==> src/common/qerv_isa_pkg.sv <==
`default_nettype none

package qerv_isa_pkg;

   // Major opcodes of the supported instructions
   localparam logic [6:0] OPC_OP     = 7'b0110011;
   localparam logic [6:0] OPC_OP_IMM = 7'b0010011;

   localparam logic [2:0] F3_ADD_SUB = 3'b000;
   localparam logic [2:0] F3_XOR     = 3'b100;
   localparam logic [2:0] F3_OR      = 3'b110;
   localparam logic [2:0] F3_AND     = 3'b111;

   // funct7 of sub, OP only
   localparam logic [6:0] FUNCT7_SUB = 7'b0100000;

   typedef logic [4:0] reg_addr_t;

endpackage

`default_nettype wire

==> src/common/qerv_exec_pkg.sv <==
`default_nettype none

package qerv_exec_pkg;

   localparam int XLEN = 32;

   typedef enum logic [2:0] {
      ALU_ADD,
      ALU_SUB,
      ALU_XOR,
      ALU_OR,
      ALU_AND
   } alu_op_t;

   typedef enum logic [1:0] {
      FETCH,
      REQ,
      WAIT_RF,
      RUN
   } state_t;

   // Cycles in one serial pass over a register
   function automatic int chunks(input int w);
      return XLEN / w;
   endfunction

endpackage

`default_nettype wire

==> src/qerv_state.sv <==
`default_nettype none

module qerv_state (
   input  wire  clk,
   input  wire  i_rst,
   input  wire  i_ibus_ack,
   input  wire  i_rf_ready,
   input  wire  i_cnt_done,
   output logic o_ibus_cyc,
   output logic o_rf_rreq,
   output logic o_cnt_start
);

   qerv_exec_pkg::state_t state;

   // Counter starts with ready so the first chunk lines up with rdata
   assign o_cnt_start = (state == qerv_exec_pkg::WAIT_RF) && i_rf_ready;

   always_ff @(posedge clk) begin
      if (i_rst) begin
         state      <= qerv_exec_pkg::FETCH;
         o_ibus_cyc <= 1'b0;
         o_rf_rreq  <= 1'b0;
      end else begin
         o_rf_rreq <= 1'b0;
         case (state)
            qerv_exec_pkg::FETCH: begin
               // First fetch after reset
               if (!o_ibus_cyc) begin
                  o_ibus_cyc <= 1'b1;
               end else if (i_ibus_ack) begin
                  o_ibus_cyc <= 1'b0;
                  o_rf_rreq  <= 1'b1;
                  state      <= qerv_exec_pkg::REQ;
               end
            end
            qerv_exec_pkg::REQ: begin
               state <= qerv_exec_pkg::WAIT_RF;
            end
            qerv_exec_pkg::WAIT_RF: begin
               if (i_rf_ready) begin
                  state <= qerv_exec_pkg::RUN;
               end
            end
            qerv_exec_pkg::RUN: begin
               // PC is complete in the next cycle
               if (i_cnt_done) begin
                  o_ibus_cyc <= 1'b1;
                  state      <= qerv_exec_pkg::FETCH;
               end
            end
            default: begin
               state <= qerv_exec_pkg::FETCH;
            end
         endcase
      end
   end

endmodule

`default_nettype wire

==> src/qerv_counter.sv <==
`default_nettype none

module qerv_counter #(
   parameter int W = 4
) (
   input  wire  clk,
   input  wire  i_rst,
   input  wire  i_start,
   output logic o_cnt_en,
   output logic o_cnt0,
   output logic o_cnt_done
);

   localparam int N  = qerv_exec_pkg::chunks(W);
   localparam int CW = (N > 1) ? $clog2(N) : 1;

   logic [CW-1:0] cnt;
   logic          last;

   assign last       = (cnt == CW'(N - 1));
   assign o_cnt0     = o_cnt_en && (cnt == '0);
   assign o_cnt_done = o_cnt_en && last;

   always_ff @(posedge clk) begin
      if (i_rst) begin
         o_cnt_en <= 1'b0;
         cnt      <= '0;
      end else if (i_start) begin
         o_cnt_en <= 1'b1;
         cnt      <= '0;
      end else if (o_cnt_en) begin
         cnt <= cnt + 1'b1;
         // Idle after the last chunk
         if (last) begin
            o_cnt_en <= 1'b0;
         end
      end
   end

endmodule

`default_nettype wire

==> src/qerv_decode.sv <==
`default_nettype none

module qerv_decode (
   input  wire                       clk,
   input  wire                       i_ibus_ack,
   input  wire  [31:0]               i_ibus_rdt,
   output qerv_exec_pkg::alu_op_t    o_alu_op,
   output logic                      o_use_imm,
   output logic                      o_rd_wen,
   output qerv_isa_pkg::reg_addr_t   o_rs1_addr,
   output qerv_isa_pkg::reg_addr_t   o_rs2_addr,
   output qerv_isa_pkg::reg_addr_t   o_rd_addr
);

   logic [31:0] insn;
   logic [6:0]  opcode;
   logic [6:0]  funct7;
   logic [2:0]  funct3;
   logic        is_op;
   logic        f7_zero;
   logic        valid;

   always_ff @(posedge clk) begin
      if (i_ibus_ack) begin
         insn <= i_ibus_rdt;
      end
   end

   assign opcode     = insn[6:0];
   assign funct3     = insn[14:12];
   assign funct7     = insn[31:25];
   assign o_rd_addr  = insn[11:7];
   assign o_rs1_addr = insn[19:15];
   assign o_rs2_addr = insn[24:20];

   assign is_op     = (opcode == qerv_isa_pkg::OPC_OP);
   assign o_use_imm = (opcode == qerv_isa_pkg::OPC_OP_IMM);
   assign f7_zero   = (funct7 == 7'd0);

   always_comb begin
      o_alu_op = qerv_exec_pkg::ALU_ADD;
      valid    = 1'b0;
      case (funct3)
         qerv_isa_pkg::F3_ADD_SUB: begin
            valid = o_use_imm || (is_op && (f7_zero || funct7 == qerv_isa_pkg::FUNCT7_SUB));
            // addi has no sub form, funct7 there is immediate
            if (is_op && funct7 == qerv_isa_pkg::FUNCT7_SUB) begin
               o_alu_op = qerv_exec_pkg::ALU_SUB;
            end
         end
         qerv_isa_pkg::F3_XOR: begin
            valid    = o_use_imm || (is_op && f7_zero);
            o_alu_op = qerv_exec_pkg::ALU_XOR;
         end
         qerv_isa_pkg::F3_OR: begin
            valid    = o_use_imm || (is_op && f7_zero);
            o_alu_op = qerv_exec_pkg::ALU_OR;
         end
         qerv_isa_pkg::F3_AND: begin
            valid    = o_use_imm || (is_op && f7_zero);
            o_alu_op = qerv_exec_pkg::ALU_AND;
         end
         default: begin
            valid = 1'b0;
         end
      endcase
   end

   // Unsupported words and x0 writes become no-ops
   assign o_rd_wen = valid && (o_rd_addr != '0);

endmodule

`default_nettype wire

==> src/datapath/qerv_immdec.sv <==
`default_nettype none

module qerv_immdec #(
   parameter int W = 4
) (
   input  wire          clk,
   input  wire          i_ibus_ack,
   input  wire  [31:0]  i_ibus_rdt,
   input  wire          i_cnt_en,
   output logic [W-1:0] o_imm
);

   localparam int XLEN = qerv_exec_pkg::XLEN;

   logic [XLEN-1:0] imm;
   logic            sign;

   assign sign = imm[XLEN-1];

   always_ff @(posedge clk) begin
      if (i_ibus_ack) begin
         // I-type immediate, sign extended up front
         imm <= {{(XLEN - 12){i_ibus_rdt[31]}}, i_ibus_rdt[31:20]};
      end else if (i_cnt_en) begin
         // Arithmetic shift keeps the sign in the upper chunks
         imm <= XLEN'({{W{sign}}, imm} >> W);
      end
   end

   assign o_imm = imm[W-1:0];

endmodule

`default_nettype wire

==> src/datapath/qerv_alu.sv <==
`default_nettype none

module qerv_alu #(
   parameter int W = 4
) (
   input  wire                     clk,
   input  wire                     i_cnt_en,
   input  wire                     i_cnt0,
   input  qerv_exec_pkg::alu_op_t  i_alu_op,
   input  wire                     i_use_imm,
   input  wire  [W-1:0]            i_rs1,
   input  wire  [W-1:0]            i_rs2,
   input  wire  [W-1:0]            i_imm,
   output logic [W-1:0]            o_rd
);

   logic [W-1:0] op_b;
   logic [W-1:0] b_eff;
   logic         sub;
   logic         carry_in;
   logic         carry_r;
   logic [W:0]   sum;

   assign sub      = (i_alu_op == qerv_exec_pkg::ALU_SUB);
   assign op_b     = i_use_imm ? i_imm : i_rs2;
   assign b_eff    = sub ? ~op_b : op_b;
   // Two's complement: the +1 enters as carry on chunk 0
   assign carry_in = i_cnt0 ? sub : carry_r;
   assign sum      = {1'b0, i_rs1} + {1'b0, b_eff} + {{W{1'b0}}, carry_in};

   always_ff @(posedge clk) begin
      if (i_cnt_en) begin
         carry_r <= sum[W];
      end
   end

   always_comb begin
      case (i_alu_op)
         qerv_exec_pkg::ALU_XOR: o_rd = i_rs1 ^ op_b;
         qerv_exec_pkg::ALU_OR:  o_rd = i_rs1 | op_b;
         qerv_exec_pkg::ALU_AND: o_rd = i_rs1 & op_b;
         default:                o_rd = sum[W-1:0];
      endcase
   end

endmodule

`default_nettype wire

==> src/datapath/qerv_ctrl.sv <==
`default_nettype none

module qerv_ctrl #(
   parameter int          W        = 4,
   parameter logic [31:0] RESET_PC = 32'h0000_0000
) (
   input  wire         clk,
   input  wire         i_rst,
   input  wire         i_cnt_en,
   input  wire         i_cnt0,
   output logic [31:0] o_ibus_adr
);

   localparam int           XLEN = qerv_exec_pkg::XLEN;
   localparam logic [W-1:0] INC  = W'(4);

   logic [XLEN-1:0] pc;
   logic [W-1:0]    addend;
   logic            carry_in;
   logic            carry_r;
   logic [W:0]      sum;

   // +4 only touches chunk 0, later chunks just ripple the carry
   assign addend   = i_cnt0 ? INC : '0;
   assign carry_in = !i_cnt0 && carry_r;
   assign sum      = {1'b0, pc[W-1:0]} + {1'b0, addend} + {{W{1'b0}}, carry_in};

   always_ff @(posedge clk) begin
      if (i_rst) begin
         pc <= RESET_PC;
      end else if (i_cnt_en) begin
         // Rotate right one chunk, new chunk enters at the top
         pc <= XLEN'({sum[W-1:0], pc} >> W);
      end
   end

   always_ff @(posedge clk) begin
      if (i_cnt_en) begin
         carry_r <= sum[W];
      end
   end

   assign o_ibus_adr = pc;

endmodule

`default_nettype wire

==> src/qerv_top.sv <==
`default_nettype none

module qerv_top #(
   parameter int          W        = 4,
   parameter logic [31:0] RESET_PC = 32'h0000_0000
) (
   input  wire                            clk,
   input  wire                            i_rst,
   input  wire  [31:0]                    i_ibus_rdt,
   input  wire                            i_ibus_ack,
   input  wire                            i_rf_ready,
   input  wire  [W-1:0]                   i_rdata0,
   input  wire  [W-1:0]                   i_rdata1,
   output wire  [31:0]                    o_ibus_adr,
   output wire                            o_ibus_cyc,
   output wire                            o_rf_rreq,
   output wire  qerv_isa_pkg::reg_addr_t  o_rreg0,
   output wire  qerv_isa_pkg::reg_addr_t  o_rreg1,
   output wire  qerv_isa_pkg::reg_addr_t  o_wreg0,
   output wire                            o_wen0,
   output wire  [W-1:0]                   o_wdata0
);

   wire                          cnt_start;
   wire                          cnt_en;
   wire                          cnt0;
   wire                          cnt_done;
   wire qerv_exec_pkg::alu_op_t  alu_op;
   wire                          use_imm;
   wire                          rd_wen;
   wire [W-1:0]                  imm;

   // Only supported ops with rd != x0 reach the write port
   assign o_wen0 = cnt_en & rd_wen;

   qerv_state state (
      .clk         (clk),
      .i_rst       (i_rst),
      .i_ibus_ack  (i_ibus_ack),
      .i_rf_ready  (i_rf_ready),
      .i_cnt_done  (cnt_done),
      .o_ibus_cyc  (o_ibus_cyc),
      .o_rf_rreq   (o_rf_rreq),
      .o_cnt_start (cnt_start)
   );

   qerv_counter #(.W(W)) counter (
      .clk        (clk),
      .i_rst      (i_rst),
      .i_start    (cnt_start),
      .o_cnt_en   (cnt_en),
      .o_cnt0     (cnt0),
      .o_cnt_done (cnt_done)
   );

   qerv_decode decode (
      .clk        (clk),
      .i_ibus_ack (i_ibus_ack),
      .i_ibus_rdt (i_ibus_rdt),
      .o_alu_op   (alu_op),
      .o_use_imm  (use_imm),
      .o_rd_wen   (rd_wen),
      .o_rs1_addr (o_rreg0),
      .o_rs2_addr (o_rreg1),
      .o_rd_addr  (o_wreg0)
   );

   qerv_immdec #(.W(W)) immdec (
      .clk        (clk),
      .i_ibus_ack (i_ibus_ack),
      .i_ibus_rdt (i_ibus_rdt),
      .i_cnt_en   (cnt_en),
      .o_imm      (imm)
   );

   qerv_alu #(.W(W)) alu (
      .clk       (clk),
      .i_cnt_en  (cnt_en),
      .i_cnt0    (cnt0),
      .i_alu_op  (alu_op),
      .i_use_imm (use_imm),
      .i_rs1     (i_rdata0),
      .i_rs2     (i_rdata1),
      .i_imm     (imm),
      .o_rd      (o_wdata0)
   );

   qerv_ctrl #(.W(W), .RESET_PC(RESET_PC)) ctrl (
      .clk        (clk),
      .i_rst      (i_rst),
      .i_cnt_en   (cnt_en),
      .i_cnt0     (cnt0),
      .o_ibus_adr (o_ibus_adr)
   );

endmodule

`default_nettype wire

==> config.mk <==
export PLATFORM = sky130hd
export DESIGN_NAME = qerv_top
export DESIGN_NICKNAME = d
export VERILOG_FILES = /design/src/common/qerv_isa_pkg.sv /design/src/common/qerv_exec_pkg.sv /design/src/qerv_state.sv /design/src/qerv_counter.sv /design/src/qerv_decode.sv /design/src/datapath/qerv_immdec.sv /design/src/datapath/qerv_alu.sv /design/src/datapath/qerv_ctrl.sv /design/src/qerv_top.sv
export SDC_FILE = /design/constraint.sdc
export NUM_CORES = 1
export LEC_CHECK = 0
export BUFFER_PORTS_ARGS = -buffer_cell sky130_fd_sc_hd__buf_2
export CAP_MARGIN = 5
export CORE_ASPECT_RATIO = 0.6
export CORE_UTILIZATION = 51
export CTS_CLUSTER_DIAMETER = 30
export DETAILED_ROUTE_END_ITERATION = 8
export PLACE_DENSITY = 0.86
export SLEW_MARGIN = 20
export SYNTH_ARGS = -nofsm -noshare
export SYNTH_HDL_FRONTEND = slang
export SYNTH_SLANG_ARGS = --single-unit
==> constraint.sdc <==
create_clock -name clk -period 5.6 [get_ports clk]
set_clock_uncertainty 0.1 [all_clocks]
set_input_delay 1.68 -clock clk [delete_from_list [all_inputs] [get_ports clk]]
set_output_delay 1.68 -clock clk [all_outputs]
set_load 0.01 [all_outputs]
==> flow_summary.toml <==
[outcome]
status = "finished, final reports clean"

[critical_path]
crit_buf_inv = 3
max_stage_delay_ps = 420
path_depth = 10
cp_max_fo = 4
reg2reg_depth = 9
crit_path_cell_trace = "buf_2 > and2_1 > a221o_1 > fa_1 > inv_1 > fa_1 > nor2_1 > a31o_2 > a21oi_1 > buf_2"
cp_slowest_cell = "fa_1"
worstSetupPathType = "input port to output port"
crit_path_start_kind = "input port"
reg2reg_from = "decode.insn[12]$_DFFE_PP_"
worstPathArrival_ps = 3630
critical_path_required_ps = 3820
reg2reg_to = "alu.carry_r$_DFFE_PP_"
critPathTopFamily = "adder cells"
reg2reg_slack_ps = 2680
worstSetupEndpointType = "output port"

[synth]
syn_inst = 352
synth_fa_ha_area_share_pct = 6.98
yosys_most_used_dff = "edfxtp_1"
synthMuxAreaShare_pct = 11.5
postSynth.asyncResetShare_pct = 0
yosys_warnings = 0
synth_compound_area_share_pct = 6.32
ys_types = 43
synth_top_family_by_area = "multiplexers"
synth_xor_area_share_pct = 1.05
synth_seq_cells = 91
syn_area_per_cell_sq_um = 11.8
synth_simple_gate_area_share_pct = 11.2
synth_edf_count = 51
syn-num-nets = 418
seq_area_frac_synth_pct = 56.1
synthesis.area_sq_mm = 0.00416

[placed_design]
hpwlAfterDp_mm = 6.02
pre_cts_slack_ps = 194
globalplace.congestion = 0.892
placedCellCount = 530
io_buffers = 97

[clocking]
cts_root_buf = "clkbuf_16"
postCtsSetupBuffers = 0
clockBufferDepth = 2
cts_max_level = 3
cts_made_buffers = 9
postCtsHoldBufs = 0
clock_latency_ps = 340
clkTransAtPathRegs_ps = 60
cts.sinks = 91
cts.repair.resized = 0
cts_tree = "yes"

[detailed_routing]
wl_per_cell_um = 15.2
drcViolationCount = 0
vias_per_cell = 5.15
dr.pass1.iters = 5
via_count = 2811
drt-initial-drc-count = 210
drt_wl_total_mm = 8.29
ant_nets = 0

[hold_path]
holdPathStages = 2
min_from = "ctrl.o_ibus_adr[30]$_SDFFE_PP0P_"
min_to = "ctrl.o_ibus_adr[30]$_SDFFE_PP0P_"
hold_path.class = "flip-flop to flip-flop"

[power]
p_sw_uw = 406
power.density_mw_per_mm2 = 331
vdd_drop_max_uv = 189
internal_power_uw = 1220
combPwrFrac_pct = 14.8
p_clk_share_pct = 36.6
p_sw_share_pct = 25.0
power_frac_seq_pct = 48.6
p_leak_uw = 0.00215

[global_routing]
track_usage_pct = 20.3
grt-ovfl-total = 0
grt_pass1_vias = 2758
grt_pass1_wl_mm = 13.2
antenna_found_initial = 0
grt_max_degree = 46

[timing]
max_freq_mhz = 185
setup-tns-final_ps = 0
fin_ws_ps = 193
rsz0062_at_grt = "false"
final_max_slew_viol_count = 0
fin_crit_sh_pct = 96.6
finalSetupViolations = 0
hold_viol = 0
worst_hold_slack_ps = 410
slew_headroom_pct = 39.5
min_period_ps = 5410
worstMarginPinSlew_ps = 907

[layout]
antenna_cells = 0
syn2layout_area_growth_pct = 18.2
mostFrequentLayoutCell = "buf_2"
final_cells = 546
nFillCells = 633
drive_gt1_share_pct = 29.5
regArea_sq_mm = 0.00233
final_nets = 499
final_cell_mix = "buf_2 (97), edfxtp_1 (51), nor2_1 (48), mux2i_1 (40), dfxtp_1 (39)"
multi_input_area_sq_mm = 0.00154

[floorplanning]
start_util_pct = 52.7
dieHeight_um = 71.9
die_area_sq_mm = 0.00853
core_area_sq_mm = 0.00788
die_x_um = 119
ios = 98
placementRows = 25

[flow_run]
drv_cap = 0
==> sequential cells by signal, summed over array words and instances, names as in the netlist <==
name / count
counter.cnt: 3
decode.insn: 32
state.o_ibus_cyc: 1
counter.o_cnt_en: 1
ctrl.carry_r: 1
ctrl.o_ibus_adr: 32
alu.carry_r: 1
state.state: 2
immdec.imm: 17
state.o_rf_rreq: 1
==> worst min-delay path: stages (launching register included) <==
cell and delay (ps):
dfxtp_1 330, nor2_1 90, a211oi_1 50
==> worst max-delay path by stage <==
| stage | start | to | slack, ps |
|---|---|---|---|
| 3_3_place_gp | i_rdata1[0] | o_wdata0[1] | 240 |
| 2_1_floorplan | i_rdata1[0] | o_wdata0[1] | 540 |
| 4_1_cts | i_rdata1[0] | o_wdata0[1] | 190 |
| 6_report | i_rdata1[0] | o_wdata0[1] | 190 |
| 5_1_grt | i_rdata1[0] | o_wdata0[1] | 120 |
| 3_5_place_dp | i_rdata1[0] | o_wdata0[1] | 190 |
==> cell families (layout without fill, tap and decap cells) <==
group / after synthesis / after routing
AO/OA/AOI/OAI: 40 / 40
flip-flops: 91 / 91
buffers and inverters: 56 / 142
AND/OR/NAND/NOR: 91 / 91
XOR/XNOR: 5 / 5
adder cells (fa/ha/maj): 22 / 22
multiplexers: 47 / 47
==> area by class of cell <==
type	instances	area share, %
clock inverter	3	0.382
multi-input combinational	205	31.4
sequential	91	47.5
clock buffer	13	5.73
timing repair buffer	100	10.3
inverter	26	1.99
tap	108	2.75
==> synth_stat cells (2+ instances only) <==
library cell / number / share of area (%)
mux2_2: 7 / 1.9
ha_1: 20 / 6.0
xnor2_1: 5 / 1.1
clkbuf_1: 6 / 0.54
buf_2: 8 / 0.96
nand3b_1: 3 / 0.54
edfxtp_1: 51 / 37
a211oi_1: 2 / 0.36
and2_1: 4 / 0.60
a31oi_1: 2 / 0.30
nand3_1: 2 / 0.24
nand2_1: 15 / 1.4
fa_1: 2 / 0.96
o21ai_0: 9 / 1.1
nand2b_1: 3 / 0.45
o22ai_1: 6 / 0.90
nor3_1: 5 / 0.60
o211ai_1: 2 / 0.36
buf_4: 15 / 2.7
nor2b_1: 3 / 0.45
dfxtp_1: 40 / 19
inv_1: 26 / 2.3
a21oi_1: 6 / 0.72
mux2i_1: 40 / 9.6
a21o_1: 3 / 0.54
a221oi_1: 2 / 0.42
a22oi_1: 2 / 0.36
nor2_1: 48 / 4.3
==> stage by stage <==
step / util (%) / instance area [sq um] / power, uW
2_1_floorplan: - / 4160 / 979
3_3_place_gp: 58.6 / 4620 / 1030
3_5_place_dp: 58.6 / 4620 / 1050
4_1_cts: 62.4 / 4920 / 1640
5_1_grt: 62.4 / 4920 / 1700
6_report: 62.4 / 4920 / 1630
==> per-layer routing <==
| metal | vias to the layer above | part of all wire [%] | GRT usage, % |
|---|---|---|---|
| met5 | - | 0 | 0 |
| met4 | 0 | 1.2 | 6.47 |
| met3 | 8 | 6.3 | 6.53 |
| met2 | 80 | 47 | 32.0 |
| met1 | 1347 | 46 | 26.9 |
| li1 | 1376 | - | - |
==> power by group through the flow <==
stage	logic (uW)	registers, uW	clock network (uW)
2_1_floorplan	180	799	0
3_3_place_gp	229	803	0
3_5_place_dp	241	806	0
4_1_cts	242	792	607
5_1_grt	270	798	631
6_report	242	791	595
(Power assumes the default switching activity.)
